--- config.mk ---
export PLATFORM = sky130hd
export DESIGN_NAME = tlb_result_flat
export DESIGN_NICKNAME = d
export VERILOG_FILES = /design/src/source/tlb_cfg_pkg.sv /design/src/source/tlb_types_pkg.sv /design/src/source/tlb_ifs.sv /design/src/source/tlb_result.sv /design/src/flat_wrapper.sv
export SDC_FILE = /design/constraint.sdc
export NUM_CORES = 1
export LEC_CHECK = 0
export BUFFER_PORTS_ARGS = -buffer_cell sky130_fd_sc_hd__buf_4
export CAP_MARGIN = 20
export CORE_AREA = 2 2 49 51
export DETAILED_ROUTE_END_ITERATION = 12
export DIE_AREA = 0 0 51 53
export GPL_ROUTABILITY_DRIVEN = 0
export GPL_TIMING_DRIVEN = 0
export PLACE_DENSITY = 0.68
export SLEW_MARGIN = 10
export SYNTH_ARGS = -nofsm -noshare
export SYNTH_HDL_FRONTEND = slang
export SYNTH_SLANG_ARGS = --single-unit
--- constraint.sdc ---
create_clock -name clk -period 1.42 [get_ports clk]
set_clock_uncertainty 0.2 [all_clocks]
set_input_delay 0.355 -clock clk [delete_from_list [all_inputs] [get_ports clk]]
set_output_delay 0.355 -clock clk [all_outputs]
set_load 0.02 [all_outputs]
--- src/source/tlb_cfg_pkg.sv ---
// sizes and widths of the data TLB
// SET_COUNT must equal 2**INDEX_WIDTH, and the tag is the page number above the index

package tlb_cfg_pkg;

  // virtual and physical page numbers
  localparam int VPN_WIDTH = 20;
  localparam int PPN_WIDTH = 18;

  // address-space id
  localparam int ASID_WIDTH = 8;

  // set geometry
  localparam int SET_COUNT = 16;
  localparam int INDEX_WIDTH = 4;
  localparam int TAG_WIDTH = VPN_WIDTH - INDEX_WIDTH;

  // ways per set unless the top level overrides it
  localparam int DEFAULT_WAYS = 4;

endpackage
--- src/source/tlb_types_pkg.sv ---
// entry, attribute and result layouts of the data TLB
// widths come from tlb_cfg_pkg, so both packages must be compiled in that order

package tlb_types_pkg;

  // permission and sharing flags of one page
  typedef struct packed {
    logic writable;
    logic user;
    logic global_page;
  } page_attr_t;

  // one stored translation, 46 bits with the default sizes
  typedef struct packed {
    logic                                 valid;
    logic [tlb_cfg_pkg::TAG_WIDTH-1:0]    tag;
    logic [tlb_cfg_pkg::ASID_WIDTH-1:0]   asid;
    logic [tlb_cfg_pkg::PPN_WIDTH-1:0]    ppn;
    page_attr_t                           attr;
  } tlb_entry_t;

  // what a lookup returns
  // ppn and attr are zero on a miss
  typedef struct packed {
    logic                                 hit;
    logic [tlb_cfg_pkg::PPN_WIDTH-1:0]    ppn;
    page_attr_t                           attr;
  } lookup_result_t;

endpackage

--- src/source/tlb_ifs.sv ---


interface tlb_result_if;
  logic                          valid;
  tlb_types_pkg::lookup_result_t result;

  modport source (output valid, result);
  modport sink (input valid, result);
endinterface


--- src/source/tlb_result.sv ---
// result register and result-credit counter
// each grant reserves one credit, a grant that decode leaves unused is
// refunded two cycles later when no execute result shows up

module tlb_result #(
  parameter int RESP_CREDITS = 2
) (
  input  logic                              clk,
  input  logic                              rst,
  input  logic                              resp_credit,
  output logic                              issue_grant,
  output logic                              result_valid,
  output logic                              result_hit,
  output logic [tlb_cfg_pkg::PPN_WIDTH-1:0] result_ppn,
  output logic                              result_writable,
  output logic                              result_user,
  tlb_result_if.sink                        res
);

  localparam int CNT_W = $clog2(RESP_CREDITS + 1);

  logic [CNT_W-1:0] credit_cnt;
  logic [CNT_W-1:0] credit_next;
  logic             grant_d1;
  logic             grant_d2;
  logic             refund;

  // execute answers a used grant exactly two cycles after it
  assign refund = grant_d2 && !res.valid;

  always_comb begin
    credit_next = credit_cnt;
    if (issue_grant) credit_next = credit_next - 1'b1;
    if (refund) credit_next = credit_next + 1'b1;
    if (resp_credit) credit_next = credit_next + 1'b1;
  end

  always_ff @(posedge clk) begin
    if (rst) begin
      credit_cnt   <= CNT_W'(RESP_CREDITS);
      issue_grant  <= 1'b0;
      grant_d1     <= 1'b0;
      grant_d2     <= 1'b0;
      result_valid <= 1'b0;
    end else begin
      credit_cnt   <= credit_next;
      issue_grant  <= (credit_next != '0);
      grant_d1     <= issue_grant;
      grant_d2     <= grant_d1;
      result_valid <= res.valid;
    end
  end

  always_ff @(posedge clk) begin
    result_hit      <= res.result.hit;
    result_ppn      <= res.result.ppn;
    result_writable <= res.result.attr.writable;
    result_user     <= res.result.attr.user;
  end

endmodule

--- src/flat_wrapper.sv ---
// flat-port wrapper written by rule: the top's interface ports become plain ports
module tlb_result_flat 
#(
  parameter int RESP_CREDITS = 2
)
  (clk, rst, resp_credit, issue_grant, result_valid, result_hit, result_ppn, result_writable, result_user, res_valid, res_result);
  tlb_result_if res_i ();
  input  logic clk;
  input  logic rst;
  input  logic resp_credit;
  output logic issue_grant;
  output logic result_valid;
  output logic result_hit;
  output logic [tlb_cfg_pkg::PPN_WIDTH-1:0] result_ppn;
  output logic result_writable;
  output logic result_user;
  input wire logic [$bits(res_i.valid)-1:0] res_valid;
  input wire logic [$bits(res_i.result)-1:0] res_result;
  assign res_i.valid = res_valid;
  assign res_i.result = res_result;
  tlb_result #(.RESP_CREDITS(RESP_CREDITS)) u_core (.clk(clk), .rst(rst), .resp_credit(resp_credit), .issue_grant(issue_grant), .result_valid(result_valid), .result_hit(result_hit), .result_ppn(result_ppn), .result_writable(result_writable), .result_user(result_user), .res(res_i));
endmodule
==> out/results.txt <==
Status: complete, but fails checks
Failing checks: setup timing
Tightest Hold Check Type: in -> reg
Worst slew pin tran: 228 ps
Final Net Count: 149
Wire length per cell: 10.4 µm
Number of post-CTS setup repair buffers: 0
DRT iter0 DRCs: 6
Post-Syn Area per Cell: 13.9 µm²
Die Width: 51 µm
Final Instance Area: 1330 µm²
Lkg Pwr: 0.631 nW
Initial antenna violation count: 0
Pre-Repair DR Iteration Count: 4
CTS Buf Count: 3
Hpwl dp: 986 µm
Final Hold Viols: 0
Critical Path AT: 1490 ps
Total number of H-tree levels: 1
CTS root buffer: clkbuf_4
WL final: 1560 µm
Die Area: 2700 µm²
Io pins: 49
Core area: 2150 µm²
Synthesis-to-finish area growth: 91.4%
Startpoint Class: flop
Crit path required time: 1460 ps
Slack of the critical path: -30.1 ps
Mapped cell area: 694 µm²
Peak supply drop: 0.832 mV
Final setup viols: 1
ANT nets after route: 0
Port bufs: 47
Row count: 17
Yosys top cell by area: dfxtp_1
Syn_nets: 76
Final period util: 1.02
Layout cells sized above 1: 0.467
CP Capture Type: flop
Latest clock arrival within the worst-skew pair: 310 ps
Final core occ: 0.619
Synth cell types: 16
Proportion of netlist area held by the largest area contributor: 0.778
Crit-path cells: inv_2 > maj3_2 > a221oi_2 > mux2i_1
Total number of vias: 597
# diodes: 0
Fmax: 690 MHz
Final min period: 1450 ps
Pwr/cell area: 1080 nW/µm²
Crit-path max cell delay: 390 ps
Clk slew on worst S/H paths: 130 ps
Max-cap violations: 0
Final Max Tran Viols: 0
Initial Utilization: 0.323
First-pass GRT wire length: 2500 µm
Vias in the first global route: 595
Via density: 3.98
Clock Path Buffers: 2
Placed inst area: 1090 µm²
Slew margin rel.: 0.848
Synth top area cells: dfxtp_1 78%, nor2b_1 3.6%, xor2_1 2.5%, a221oi_2 2.2%, and2b_1 2.2%
Sequential-to-total area share from yosys stat: 0.778
Largest net degree at the start of global routing: 16
Remaining DRCs: 0
Yosys warns: 0
FF+latch count, synth: 27
Total global-route track usage: 0.129
Die Ht: 53 µm
CP Max Fanout: 4
CTS tree: done
RSZ-0062 raised after global routing: yes
Syn Inst Count: 50
Critical-path top delay cell: dfxtp_4
Gr ovfl total: 0
Most common cell after layout, fill and taps aside: buf_4
Clock sinks: 27
Commonest cells after routing, fill and taps aside: 47 x buf_4, 26 x dfxtp_1, 21 x dlygate4sd3_1
Crit Path Class: reg -> reg
[routing by layer]
layer | global-route usage | wire length (µm) | up-vias
met1 | 0.132 | 561 | 260
met2 | 0.240 | 889 | 28
met5 | 0 | 0 | -
li1 | - | - | 307
met3 | 0.0339 | 102 | 2
met4 | 0.0676 | 9 | 0
[stage by stage]
step / hold WS (ps) / total power (W) / setup slack (ps) / TNS (ps) / std cells
after floorplan: 183 / 0.000976 / 4.06 / 0 / 50
after global placement: 218 / 0.00109 / -108 / -222 / 125
after detailed placement: 227 / 0.00110 / -186 / -310 / 125
after CTS: 16.7 / 0.00146 / -62.9 / -62.9 / 150
after global routing: 9.50 / 0.00153 / -68.8 / -83.5 / 150
final: 33.5 / 0.00144 / -30.1 / -30.1 / 150
[critical path: cells and delay by family (launching register included)]
family	cells	cell delay, ps
muxes	1	220
adders and majority gates	1	290
buffers and inverters	1	40
DFF	1	390
AOI/OAI and AO/OA	1	250
[state kept, by name, summed over array words and instances (netlist names)]
register and count:
u_core.credit_cnt 2, u_core.grant_d1 1, u_core.grant_d2 1, u_core.issue_grant 1, u_core.result_hit 1, u_core.result_ppn 18, u_core.result_user 1, u_core.result_valid 1
u_core.result_writable 1
[worst paths after layout]
kind | to | depth (start not counted) | startpoint | slack, ps
max reg2reg | u_core.credit_cnt[1]$_SDFF_PP1_ | 4 | u_core.issue_grant$_SDFF_PP0_ | -30
max | u_core.credit_cnt[1]$_SDFF_PP1_ | 4 | u_core.issue_grant$_SDFF_PP0_ | -30
min | u_core.grant_d1$_SDFF_PP0_ | 2 | rst | 30
min reg2reg | u_core.grant_d2$_SDFF_PP0_ | 1 | u_core.grant_d1$_SDFF_PP0_ | 250
[synth_stat cells]
cell,count
a221oi_1,1
a221oi_2,1
and2b_1,2
dfxtp_1,27
inv_1,1
maj3_2,1
mux2i_1,1
nand2_1,2
nand2b_1,1
nand3_1,1
nor2_1,3
nor2b_1,4
nor3_1,1
o21ai_0,1
or3_2,1
xor2_1,2
[kinds of logic (layout without fill, tap and decap cells)]
logic type | count (synthesis) | count (layout) | share of synthesized area
buffers and inverters | 1 | 73 | 0.00540
DFF | 27 | 27 | 0.778
and+or+nand+nor | 15 | 15 | 0.119
AOI/OAI and AO/OA | 3 | 3 | 0.0414
xor gates and xnor gates | 2 | 2 | 0.0252
adders and majority gates | 1 | 1 | 0.0162
muxes | 1 | 1 | 0.0144
[power breakdown]
part           switching, W  internal (W)  total (W)
registers         0.0000259      0.000813   0.000839
clock network      0.000204      0.000105   0.000309
logic              0.000122      0.000170   0.000292
total              0.000352       0.00109    0.00144
[what timing repair did]
item | 4_1_cts | 5_1_grt
endpoints found under the hold margin | 21 | 0
setup endpoints to repair | 1 | 2
hold buffers | 21 | 0
pin swaps | 1 | 0
resized for setup | 1 | 0
[final cells by class]
class / instances / area (µm²)
Fill cell: 176 / 820
Tap cell: 28 / 35.0
Timing Repair Buffer: 68 / 563
Clock buffer: 3 / 22.5
Sequential cell: 27 / 544
Inverter: 1 / 3.75
Multi-Input combinational cell: 22 / 155
Clock inverter: 1 / 5.00
Note: power is estimated with default switching activity, not from simulation.
