$ cat config.mk
export PLATFORM = sky130hd
export DESIGN_NAME = tlb_req_decode_flat
export DESIGN_NICKNAME = d
export VERILOG_FILES = /design/src/source/tlb_cfg_pkg.sv /design/src/source/tlb_ifs.sv /design/src/source/tlb_req_decode.sv /design/src/flat_wrapper.sv
export SDC_FILE = /design/constraint.sdc
export NUM_CORES = 1
export LEC_CHECK = 0
export BUFFER_PORTS_ARGS = -buffer_cell sky130_fd_sc_hd__buf_4
export CORE_UTILIZATION = 60
export CTS_BUF_LIST = sky130_fd_sc_hd__clkbuf_8
export DETAILED_ROUTE_END_ITERATION = 6
export GPL_TIMING_DRIVEN = 0
export PLACE_DENSITY = 0.86
export SLEW_MARGIN = 20
export SYNTH_ARGS = -nofsm -noshare
export SYNTH_HDL_FRONTEND = slang
export SYNTH_SLANG_ARGS = --single-unit
$ cat constraint.sdc
create_clock -name clk -period 2.75 [get_ports clk]
set_clock_uncertainty 0.2 [all_clocks]
set_input_delay 0.55 -clock clk [delete_from_list [all_inputs] [get_ports clk]]
set_output_delay 0.55 -clock clk [all_outputs]
set_load 0.01 [all_outputs]
$ cat src/source/tlb_cfg_pkg.sv
// sizes and widths of the data TLB
// SET_COUNT must equal 2**INDEX_WIDTH, and the tag is the page number above the index

package tlb_cfg_pkg;

  // virtual and physical page numbers
  localparam int VPN_WIDTH = 20;
  localparam int PPN_WIDTH = 18;

  // address-space id
  localparam int ASID_WIDTH = 8;

  // set geometry
  localparam int SET_COUNT = 16;
  localparam int INDEX_WIDTH = 4;
  localparam int TAG_WIDTH = VPN_WIDTH - INDEX_WIDTH;

  // ways per set unless the top level overrides it
  localparam int DEFAULT_WAYS = 4;

endpackage
$ cat src/source/tlb_ifs.sv
// interfaces between the decode, execute, array and result stages
// the array has two read ports, port 0 for lookups and port 1 for fills

interface tlb_issue_if;
  logic                                valid;
  logic [tlb_cfg_pkg::INDEX_WIDTH-1:0] index;
  logic [tlb_cfg_pkg::TAG_WIDTH-1:0]   tag;
  logic [tlb_cfg_pkg::ASID_WIDTH-1:0]  asid;

  modport source (output valid, index, tag, asid);
  modport sink (input valid, index, tag, asid);
endinterface


$ cat src/source/tlb_req_decode.sv
// lookup request queue of REQ_DEPTH slots
// the requester must hold a credit for every lookup_valid, the queue never checks for overflow
// one pop per cycle, only while the array is idle and a result credit is granted

module tlb_req_decode #(
  parameter int REQ_DEPTH = 4
) (
  input  logic                                clk,
  input  logic                                rst,
  input  logic                                lookup_valid,
  input  logic [tlb_cfg_pkg::VPN_WIDTH-1:0]   lookup_vpn,
  input  logic [tlb_cfg_pkg::ASID_WIDTH-1:0]  lookup_asid,
  input  logic                                issue_grant,
  input  logic                                init_busy,
  output logic                                lookup_credit,
  tlb_issue_if.source                         issue
);

  localparam int PTR_W = (REQ_DEPTH > 1) ? $clog2(REQ_DEPTH) : 1;
  localparam int CNT_W = $clog2(REQ_DEPTH + 1);

  logic [tlb_cfg_pkg::VPN_WIDTH-1:0]  vpn_q [REQ_DEPTH];
  logic [tlb_cfg_pkg::ASID_WIDTH-1:0] asid_q [REQ_DEPTH];
  logic [PTR_W-1:0]                   wr_ptr;
  logic [PTR_W-1:0]                   rd_ptr;
  logic [CNT_W-1:0]                   count;
  logic                               pop;

  // wraps at REQ_DEPTH, which need not be a power of two
  function automatic logic [PTR_W-1:0] ptr_inc(input logic [PTR_W-1:0] ptr);
    return (ptr == PTR_W'(REQ_DEPTH - 1)) ? '0 : ptr + 1'b1;
  endfunction

  assign pop = (count != '0) && !init_busy && issue_grant;

  // freeing a slot hands the credit back
  assign lookup_credit = pop;

  always_ff @(posedge clk) begin
    if (rst) begin
      wr_ptr <= '0;
      rd_ptr <= '0;
      count  <= '0;
    end else begin
      if (lookup_valid) wr_ptr <= ptr_inc(wr_ptr);
      if (pop) rd_ptr <= ptr_inc(rd_ptr);
      if (lookup_valid && !pop) count <= count + 1'b1;
      else if (!lookup_valid && pop) count <= count - 1'b1;
    end
  end

  always_ff @(posedge clk) begin
    if (lookup_valid) begin
      vpn_q[wr_ptr]  <= lookup_vpn;
      asid_q[wr_ptr] <= lookup_asid;
    end
  end

  // issue stage, split the page number into set index and tag
  always_ff @(posedge clk) begin
    if (rst) issue.valid <= 1'b0;
    else issue.valid <= pop;
  end

  always_ff @(posedge clk) begin
    if (pop) begin
      issue.index <= vpn_q[rd_ptr][tlb_cfg_pkg::INDEX_WIDTH-1:0];
      issue.tag   <= vpn_q[rd_ptr][tlb_cfg_pkg::VPN_WIDTH-1:tlb_cfg_pkg::INDEX_WIDTH];
      issue.asid  <= asid_q[rd_ptr];
    end
  end

endmodule

$ cat src/flat_wrapper.sv
// flat-port wrapper written by rule: the top's interface ports become plain ports
module tlb_req_decode_flat 
#(
  parameter int REQ_DEPTH = 4
)
  (clk, rst, lookup_valid, lookup_vpn, lookup_asid, issue_grant, init_busy, lookup_credit, issue_valid, issue_index, issue_tag, issue_asid);
  tlb_issue_if issue_i ();
  input  logic clk;
  input  logic rst;
  input  logic lookup_valid;
  input  logic [tlb_cfg_pkg::VPN_WIDTH-1:0] lookup_vpn;
  input  logic [tlb_cfg_pkg::ASID_WIDTH-1:0] lookup_asid;
  input  logic issue_grant;
  input  logic init_busy;
  output logic lookup_credit;
  output wire logic [$bits(issue_i.valid)-1:0] issue_valid;
  output wire logic [$bits(issue_i.index)-1:0] issue_index;
  output wire logic [$bits(issue_i.tag)-1:0] issue_tag;
  output wire logic [$bits(issue_i.asid)-1:0] issue_asid;
  assign issue_valid = issue_i.valid;
  assign issue_index = issue_i.index;
  assign issue_tag = issue_i.tag;
  assign issue_asid = issue_i.asid;
  tlb_req_decode #(.REQ_DEPTH(REQ_DEPTH)) u_core (.clk(clk), .rst(rst), .lookup_valid(lookup_valid), .lookup_vpn(lookup_vpn), .lookup_asid(lookup_asid), .issue_grant(issue_grant), .init_busy(init_busy), .lookup_credit(lookup_credit), .issue(issue_i));
endmodule
==> impl_metrics.json <==
{
  "htree_levels": 4,
  "vias": 2467,
  "setup_slack_ns": 0.2128,
  "ys_seq_elements": 148,
  "status": "complete, no violations",
  "cp_max_fo": 29,
  "drive_gt1_frac": 0.4201,
  "ys_seq_area_frac": 0.8205,
  "dp_hpwl_microns": 5497,
  "clock_path_buffers": 2,
  "finalNonFillerCells": 424,
  "cts_tree": "yes",
  "io_buffers": 61,
  "syn_area_per_cell_sq_um": 23.85,
  "yosys_warnings": 0,
  "diodes": 0,
  "yosysMostFrequentCell": "edfxtp_1",
  "vias_per_cell": 5.818,
  "design.core.area_sq_um": 8382,
  "synthArstFlopShare": 0,
  "wire_per_inst_microns": 22.48,
  "fin_area_sq_um": 6460,
  "die_h_microns": 96.15,
  "grt_antenna_before_repair": 0,
  "grt-ovfl-total": 0,
  "finalNetCount": 347,
  "synth_nets": 263,
  "synth_area_sq_um": 5319,
  "placed_area_sq_um": 6023,
  "ys_types": 23,
  "max_stage_delay_ns": 0.39,
  "numClockSinks": 148,
  "rows": 33,
  "grt_pass1_wl_microns": 14370,
  "grt_pass1_vias": 2614,
  "crit_slowest_cell": "or3_1",
  "fp.dieW_microns": 96.15,
  "critical_path.startpoint": "u_core.count[0]",
  "startpoint_type": "flop",
  "critical_path.top_delay_family": "simple AND/OR/NAND/NOR gates",
  "total_power_mw": 5.045,
  "ys.flop_type": "edfxtp_1",
  "fin_crit_ns": 2.537,
  "irDropWorstVdd_v": 0.0004413,
  "tightest_slew_ns": 0.7039,
  "hold_violations": 0,
  "hold_slack_ns": 0.1154,
  "cp_cell_sequence": "or3_1, nand2_1, inv_4, buf_4",
  "placedCellCount": 393,
  "slew_violations": 0,
  "drc": 0,
  "cts_buffers": 17,
  "min_period_over_period": 0.9226,
  "ys_top_cells_by_count": "edfxtp_1 (140), mux4_2 (28), dfxtp_1 (8), ha_1 (6), nor2_1 (6)",
  "worst-path-buf-inv": 2,
  "rsz0062_at_grt": "no",
  "hp-class": "input pin to flop",
  "crit_required_ns": 2.00,
  "die_area_sq_um": 9245,
  "fin_setup_tns_ns": 0,
  "grt.total_usage": 0.2338,
  "p_leak_nw": 2.222,
  "clk_pin_slew_ns": 0.09,
  "maxCapViolations": 0,
  "ios": 63,
  "yosys.area.top_type": "edfxtp_1",
  "synth_cells": 223,
  "worstSetupPathType": "flop to primary output",
  "firstDrtPassIters": 4,
  "drt_iter0_markers": 189,
  "start_util": 0.6346,
  "yosysTopAreaCellShare": 0.7904,
  "worstPathArrival_ns": 1.79,
  "cts_root_buffer": "clkbuf_8",
  "rr_startpoint": "u_core.count[0]",
  "ctsHoldBuffers": 0,
  "synth_area_leaders": "edfxtp_1 (79%), mux4_2 (12%), dfxtp_1 (3.0%), ha_1 (1.4%), mux2i_1 (0.56%)",
  "finalSetupViolCount": 0,
  "fin_util": 0.7707,
  "power_density_nw_per_um2": 781.0,
  "min_from": "lookup_vpn[12]",
  "ant_nets": 0,
  "preCtsSetupSlack_ns": 0.1979,
  "clkLatencyLatePin_ns": 0.43,
  "syn2layout_area_growth_pct": 21.45,
  "gp_congestion": 0.7555,
  "grt_max_degree": 30,
  "slew-limit-headroom": 0.5307,
  "drt_wl_total_microns": 9531,
  "endpoint_kind": "primary output",
  "synth-edff-count": 140,
  "timing.fmax_mhz": 394.1
}
[layout make-up]
type | count | area [sq um]
multi-input combinational | 64 | 903.4
tap | 105 | 131.4
timing repair buffer | 65 | 568.0
clock buffer | 17 | 234.0
sequential | 148 | 4364
fill | 391 | 1922
inverter | 4 | 17.52
clock inverter | 14 | 200.2
buffer | 7 | 41.29
[report_power, final]
part	total (mW)	internal [mW]	switching [mW]
clock network	1.82	0.996	0.823
registers	2.70	2.64	0.0588
logic	0.529	0.263	0.266
total	5.04	3.90	1.15
[cells by family after synthesis]
kind of cell,Yosys count,synth area share
xor gates and xnor gates,2,0.003294
muxes,31,0.1242
and+or+nand+nor,18,0.01788
adders and majority gates,7,0.01788
AOI/OAI and AO/OA,6,0.005644
DFF,148,0.8205
buffers and inverters,11,0.01058
[placed cells by master (no fill, tap or decap), types with 3 or more instances in the layout]
cell,synthesis,layout
edfxtp_1,140,140
buf_4,1,62
mux4_2,28,28
clkbuf_8,0,17
dfxtp_1,8,8
nor2_1,6,6
ha_1,6,6
and2_2,0,4
bufinv_16,0,4
inv_6,0,4
buf_16,0,4
buf_2,3,3
inv_1,4,3
mux2i_1,3,3
o21ai_0,3,3
a21oi_1,3,3
clkinvlp_4,0,3
[state kept, by name (all words and copies together) (netlist names)]
register	flops
u_core.vpn_q	80
u_core.asid_q	32
u_core.issue.tag	16
u_core.issue.asid	8
u_core.issue.index	4
u_core.count	3
u_core.rd_ptr	2
u_core.wr_ptr	2
u_core.issue.valid	1
[worst paths after layout]
kind,end,cells after the start,slack [ns]
max reg2reg,u_core.count[2],8,0.28
max,lookup_credit,4,0.21
min reg2reg,u_core.count[2],2,0.33
min,u_core.vpn_q[1][12],1,0.12
[metal layers]
layer | track usage | share of wire | up-vias
met4 | 0.1294 | 0.020 | 0
met5 | 0 | 0 | -
met1 | 0.3008 | 0.41 | 1267
met3 | 0.06082 | 0.055 | 21
met2 | 0.3670 | 0.51 | 94
li1 | - | - | 1085
[repair_timing]
action | CTS | global route
gates resized for setup | 0 | 2
hold endpoints to repair | 0 | 0
endpoints found under the setup margin | 0 | 1
setup buffers | 0 | 0
Power figures use the tool's default switching activity.
