[config.mk]
export PLATFORM = sky130hd
export DESIGN_NAME = tlb_entry_array_flat
export DESIGN_NICKNAME = d
export VERILOG_FILES = /design/src/source/tlb_cfg_pkg.sv /design/src/source/tlb_types_pkg.sv /design/src/source/tlb_ifs.sv /design/src/source/tlb_entry_array.sv /design/src/flat_wrapper.sv
export SDC_FILE = /design/constraint.sdc
export NUM_CORES = 2
export LEC_CHECK = 0
export BUFFER_PORTS_ARGS = -buffer_cell sky130_fd_sc_hd__buf_4
export CAP_MARGIN = 20
export CORE_ASPECT_RATIO = 0.8
export CORE_MARGIN = 2
export CORE_UTILIZATION = 23
export CTS_BUF_LIST = sky130_fd_sc_hd__clkbuf_8
export DETAILED_ROUTE_END_ITERATION = 6
export PLACE_DENSITY_LB_ADDON = 0.05
export SLEW_MARGIN = 25
export SYNTH_ARGS = -nofsm -noshare
export SYNTH_HDL_FRONTEND = slang
export SYNTH_SLANG_ARGS = --single-unit
[constraint.sdc]
create_clock -name clk -period 8.2 [get_ports clk]
set_input_delay 0.41 -clock clk [delete_from_list [all_inputs] [get_ports clk]]
set_output_delay 0.41 -clock clk [all_outputs]
set_load 0.005 [all_outputs]
[src/source/tlb_cfg_pkg.sv]
// sizes and widths of the data TLB
// SET_COUNT must equal 2**INDEX_WIDTH, and the tag is the page number above the index

package tlb_cfg_pkg;

  // virtual and physical page numbers
  localparam int VPN_WIDTH = 20;
  localparam int PPN_WIDTH = 18;

  // address-space id
  localparam int ASID_WIDTH = 8;

  // set geometry
  localparam int SET_COUNT = 16;
  localparam int INDEX_WIDTH = 4;
  localparam int TAG_WIDTH = VPN_WIDTH - INDEX_WIDTH;

  // ways per set unless the top level overrides it
  localparam int DEFAULT_WAYS = 4;

endpackage
[src/source/tlb_types_pkg.sv]
// entry, attribute and result layouts of the data TLB
// widths come from tlb_cfg_pkg, so both packages must be compiled in that order

package tlb_types_pkg;

  // permission and sharing flags of one page
  typedef struct packed {
    logic writable;
    logic user;
    logic global_page;
  } page_attr_t;

  // one stored translation, 46 bits with the default sizes
  typedef struct packed {
    logic                                 valid;
    logic [tlb_cfg_pkg::TAG_WIDTH-1:0]    tag;
    logic [tlb_cfg_pkg::ASID_WIDTH-1:0]   asid;
    logic [tlb_cfg_pkg::PPN_WIDTH-1:0]    ppn;
    page_attr_t                           attr;
  } tlb_entry_t;

  // what a lookup returns
  // ppn and attr are zero on a miss
  typedef struct packed {
    logic                                 hit;
    logic [tlb_cfg_pkg::PPN_WIDTH-1:0]    ppn;
    page_attr_t                           attr;
  } lookup_result_t;

endpackage

[src/source/tlb_ifs.sv]


interface tlb_array_if #(parameter int WAY_COUNT = tlb_cfg_pkg::DEFAULT_WAYS);
  localparam int WAY_W = $clog2(WAY_COUNT);
  localparam int AGE_W = $clog2(WAY_COUNT);

  logic [1:0][tlb_cfg_pkg::INDEX_WIDTH-1:0]      rd_index;
  tlb_types_pkg::tlb_entry_t [1:0][WAY_COUNT-1:0] rd_entries;
  logic [1:0][WAY_COUNT-1:0][AGE_W-1:0]          rd_ages;
  logic                                          wr_en;
  logic [tlb_cfg_pkg::INDEX_WIDTH-1:0]           wr_index;
  logic [WAY_W-1:0]                              wr_way;
  tlb_types_pkg::tlb_entry_t                     wr_entry;
  logic                                          age_wr_en;
  logic [tlb_cfg_pkg::INDEX_WIDTH-1:0]           age_index;
  logic [WAY_COUNT-1:0][AGE_W-1:0]               new_ages;
  logic                                          init_busy;

  modport master (output rd_index, wr_en, wr_index, wr_way, wr_entry, age_wr_en, age_index,
                  new_ages, input rd_entries, rd_ages, init_busy);
  modport slave (input rd_index, wr_en, wr_index, wr_way, wr_entry, age_wr_en, age_index,
                 new_ages, output rd_entries, rd_ages, init_busy);
endinterface

[src/source/tlb_entry_array.sv]
// entry and age storage, SET_COUNT sets of WAY_COUNT ways
// reads are combinational on two ports, writes land at the clock edge
// after reset a sweep of SET_COUNT cycles clears the sets and holds off all writes

module tlb_entry_array #(
  parameter int WAY_COUNT = tlb_cfg_pkg::DEFAULT_WAYS
) (
  input  logic       clk,
  input  logic       rst,
  tlb_array_if.slave array
);

  localparam int AGE_W = $clog2(WAY_COUNT);

  tlb_types_pkg::tlb_entry_t           entry_mem [tlb_cfg_pkg::SET_COUNT][WAY_COUNT];
  logic [WAY_COUNT-1:0][AGE_W-1:0]     age_mem [tlb_cfg_pkg::SET_COUNT];
  logic [tlb_cfg_pkg::INDEX_WIDTH-1:0] sweep_set;
  logic                                init_busy;

  assign array.init_busy = init_busy;

  // read ports
  for (genvar p = 0; p < 2; p++) begin : g_port
    for (genvar w = 0; w < WAY_COUNT; w++) begin : g_way
      assign array.rd_entries[p][w] = entry_mem[array.rd_index[p]][w];
    end
    assign array.rd_ages[p] = age_mem[array.rd_index[p]];
  end

  // sweep counter steps one set per cycle
  always_ff @(posedge clk) begin
    if (rst) begin
      init_busy <= 1'b1;
      sweep_set <= '0;
    end else if (init_busy) begin
      sweep_set <= sweep_set + 1'b1;
      if (sweep_set == tlb_cfg_pkg::INDEX_WIDTH'(tlb_cfg_pkg::SET_COUNT - 1)) begin
        init_busy <= 1'b0;
      end
    end
  end

  // the sweep leaves way i with age i, so way WAY_COUNT-1 is the first victim
  always_ff @(posedge clk) begin
    if (init_busy) begin
      for (int w = 0; w < WAY_COUNT; w++) begin
        entry_mem[sweep_set][w].valid <= 1'b0;
        age_mem[sweep_set][w] <= AGE_W'(w);
      end
    end else begin
      if (array.wr_en) begin
        entry_mem[array.wr_index][array.wr_way] <= array.wr_entry;
      end
      if (array.age_wr_en) begin
        age_mem[array.age_index] <= array.new_ages;
      end
    end
  end

endmodule

[src/flat_wrapper.sv]
// flat-port wrapper written by rule: the top's interface ports become plain ports
module tlb_entry_array_flat 
#(
  parameter int WAY_COUNT = tlb_cfg_pkg::DEFAULT_WAYS
)
  (clk, rst, array_rd_index, array_wr_en, array_wr_index, array_wr_way, array_wr_entry, array_age_wr_en, array_age_index, array_new_ages, array_rd_entries, array_rd_ages, array_init_busy);
  tlb_array_if #(.WAY_COUNT(WAY_COUNT)) array_i ();
  input  logic clk;
  input  logic rst;
  input wire logic [$bits(array_i.rd_index)-1:0] array_rd_index;
  input wire logic [$bits(array_i.wr_en)-1:0] array_wr_en;
  input wire logic [$bits(array_i.wr_index)-1:0] array_wr_index;
  input wire logic [$bits(array_i.wr_way)-1:0] array_wr_way;
  input wire logic [$bits(array_i.wr_entry)-1:0] array_wr_entry;
  input wire logic [$bits(array_i.age_wr_en)-1:0] array_age_wr_en;
  input wire logic [$bits(array_i.age_index)-1:0] array_age_index;
  input wire logic [$bits(array_i.new_ages)-1:0] array_new_ages;
  output wire logic [$bits(array_i.rd_entries)-1:0] array_rd_entries;
  output wire logic [$bits(array_i.rd_ages)-1:0] array_rd_ages;
  output wire logic [$bits(array_i.init_busy)-1:0] array_init_busy;
  assign array_i.rd_index = array_rd_index;
  assign array_i.wr_en = array_wr_en;
  assign array_i.wr_index = array_wr_index;
  assign array_i.wr_way = array_wr_way;
  assign array_i.wr_entry = array_wr_entry;
  assign array_i.age_wr_en = array_age_wr_en;
  assign array_i.age_index = array_age_index;
  assign array_i.new_ages = array_new_ages;
  assign array_rd_entries = array_i.rd_entries;
  assign array_rd_ages = array_i.rd_ages;
  assign array_init_busy = array_i.init_busy;
  tlb_entry_array #(.WAY_COUNT(WAY_COUNT)) u_core (.clk(clk), .rst(rst), .array(array_i));
endmodule
==> flow_summary.toml <==
[detailed_routing]
final_wirelength_um = 649500
routed-via-count = 82718
detailroute.wirelength.met3_um = 34530
drt_pre_antenna_iters = 5
vias_per_cell = 5.071
wl_met1_um = 286200
dr.first_iter.drc_count = 8195
routed_wire_length_per_instance_um = 39.82
drc = 0
dr.max_layer_used = "met5"
met2_length_um = 308800
postRouteAntennaNets = 0

[floorplan]
std_cell_rows = 255
number_of_top_level_pins = 461
chipHeight_um = 699.4
initial_core_util = 0.2307
die-width_um = 873.3
core-area_um2 = 602700
die_outline_area_um2 = 610800

[status]
outcome = "finished, final reports clean"

[yosys]
synth_async_sr_flop_share = 0
synth-adder-area-share = 0.00008999
edff_count_synth = 3072
post_synth_simple_gate_area = 0.02440
sequential_to_total_area_share_from_yosys_stat = 0.6642
post_synth_mux_area_share = 0.2467
synthesis.area_per_instance_um2 = 19.75
largest_family_of_logic_cells_by_synthesized_area = "multiplexers"
synth_xor_area_frac = 0.0001890
synthesis.area_um2 = 139000
synthesized_nets = 7116
synth-compound-area-share = 0.04480
synth.lib_cells_used.distinct = 40
post_synth_inst_count = 7039
leading_register_cell_type_out_of_synthesis = "edfxtp_1"
synth.yosys.warnings = 0
synth_seq_cells = 3077

[grt]
grt_pass1_vias = 86221
global_route.overflow_total = 0
pin_count_of_the_biggest_net_entering_global_routing = 118
grt_first_pass_wirelength_um = 850600
number_of_antenna_violations_at_the_first_check_in_global_routing = 81
groute.usage.overall = 0.2066

[run]
max_cap_viol_count = 0

[timing]
finalSetupTns_ns = 0
finalHoldWorstSlack_ns = 0.1373
tightest_slew_ns = 1.169
final_max_slew_viol_count = 0
setup_viol_count_final = 0
period_share = 0.6188
hold_violations = 0
final_period_minus_worst_setup_slack_ns = 5.074
rsz_0062_raised_after_global_routing = "no"
fin_skew_ns = 0.06590
fmax_mhz = 197.1
relSlewSlack = 0.2178

[critical_path]
critical_path_required_ns = 9.08
critPathKind = "flop to flop"
setup.worst_path.start_class = "flop"
cp_data_arrival_time_ns = 5.95
critical_path.endpoint_type = "flop"
critical_path.max_fanout = 27
r2r_cells = 6

[placement]
dp_hpwl_um = 392700
port-buffer-count = 460
placed_area_um2 = 153800
place.gp.congestion = 0.7559
numPlacedInstances = 15208

[layout]
layoutNonFillerInstCount = 16312
fillers = 59834
final_net_count = 7967
finish.instance_area_um2 = 164900
syn2layout_area_growth_pct = 18.57
drive_above_1_share = 0.3627

[cts]
postCtsSetupRepairBufs = 0
cts.path.max_buffers = 4
clock_sink_count = 3077
clkLatencyLatePin_ns = 1.28
h_tree_depth_reported_by_cts = 6
clk_pin_slew_worst_paths_ns = 0.06
cts_root_buffer = "clkbuf_8"
tritoncts = "built"
cts_buffers = 576
cts-resized-gates = 0

[power]
p_total_mw = 34.07
power_density_nw_per_um2 = 206.7
total_leakage_power_nw = 55.60
power.ir.vdd_worst_mv = 0.1742

[min_path]
worstHoldPathCells = 3
hp-class = "primary input to flop"
-- per-stage QoR --
| step | setup WS, ns | utilization |
|---|---|---|
| finish | 3.126 | 0.2735 |
| detailed placement | 3.206 | 0.2552 |
| global route | 3.099 | 0.2735 |
| global placement | 2.720 | 0.2540 |
| floorplan | 4.477 | - |
| CTS | 3.169 | 0.2732 |
-- path summary, 6_finish.rpt --
kind / startpoint / to / slack (ns)
hold reg to reg: u_core.sweep_set[3]$_SDFFE_PP0P_ / u_core.array.init_busy$_SDFF_PP1_ / 0.63
setup reg to reg: u_core.array.init_busy$_SDFF_PP1_ / u_core.entry_mem[10][159]$_DFFE_PP_ / 3.13
setup / recovery: u_core.array.init_busy$_SDFF_PP1_ / u_core.entry_mem[10][159]$_DFFE_PP_ / 3.13
hold / removal: array_wr_entry[37] / u_core.entry_mem[5][83]$_DFFE_PP_ / 0.14
-- timing repair --
item                                    4_1_cts  5_1_grt
hold endpoints to repair                   1926       48
hold buffers                                 64        1
endpoints found under the setup margin        0        0
-- worst max-delay path: stages, from the launching register on --
cell and delay, ns:
dfxtp_1 0.81, nor2b_4 0.07, buf_4 0.27, o21ai_1 0.77, nand2_1 0.88, nor2_4 1.08
buf_4 0.68
-- synthesized netlist by cell type, types with 3 or more instances --
master,count,area share
edfxtp_1,3072,0.66
mux4_2,1350,0.22
a22oi_1,627,0.034
nand2_1,341,0.0092
mux2i_1,333,0.024
nor2_1,252,0.0068
buf_2,222,0.0080
o22ai_1,206,0.0093
clkbuf_1,201,0.0054
buf_4,70,0.0038
nand3_1,65,0.0023
buf_1,63,0.0017
and2_1,59,0.0027
mux2_2,50,0.0040
nand4_1,21,0.00094
nand2b_1,18,0.00081
nor2b_1,14,0.00063
o31ai_1,13,0.00070
o21ai_0,10,0.00036
a31oi_1,7,0.00031
buf_6,7,0.00057
dfxtp_1,5,0.00072
or2_2,5,0.00022
inv_1,4,0.00011
or4bb_1,3,0.00024
-- registers in the layout, indices dropped and copies added, names as in the netlist --
| register | count |
|---|---|
| u_core.entry_mem | 2944 |
| u_core.age_mem | 128 |
| u_core.sweep_set | 4 |
| u_core.array.init_busy | 1 |
-- power breakdown --
| part | switching, mW | internal [mW] | total, mW | leakage [nW] |
|---|---|---|---|---|
| Combinational | 1.85 | 1.13 | 2.98 | 19.4 |
| Clock | 7.13 | 6.89 | 14.0 | 5.92 |
| Sequential | 0.00976 | 17.1 | 17.1 | 30.3 |
-- routing by layer --
metal  GRT usage  vias to the layer above
li1            -                    32236
met1      0.2857                    46432
met2      0.3397                     3265
met3     0.02948                      777
met5           0                        -
met4     0.05666                        8
-- cells in the final DEF (no fill, tap or decap), types with 65 or more instances in the layout --
| cell type | synthesis | layout |
|---|---|---|
| a22oi_1 | 627 | 626 |
| edfxtp_1 | 3072 | 3072 |
| dlygate4sd3_1 | 0 | 65 |
| mux2i_1 | 333 | 333 |
| mux4_2 | 1350 | 1350 |
| o22ai_1 | 206 | 206 |
| buf_4 | 70 | 695 |
| clkinv_1 | 0 | 126 |
| clkbuf_8 | 0 | 595 |
| nor2_1 | 252 | 180 |
| inv_1 | 4 | 210 |
| nor2_4 | 0 | 71 |
| nand2_1 | 341 | 337 |
-- cell type report --
cell class	count	area [µm²]	share of cell area
clock buffer	594	8175	0.04959
inverter	4	15.01	0.00009107
tap	7967	9968	0.06047
multi-input combinational	3393	44820	0.2719
antenna	21	52.55	0.0003188
timing repair buffer	838	7492	0.04545
sequential	3077	92350	0.5602
clock inverter	418	1986	0.01204
-- kinds of logic after synthesis --
family | Yosys count
mux | 1733
buf+inv | 569
compound gates | 869
xor+xnor | 3
fa+ha+maj | 1
flops | 3077
simple gates | 787
Power figures use the tool's default switching activity.
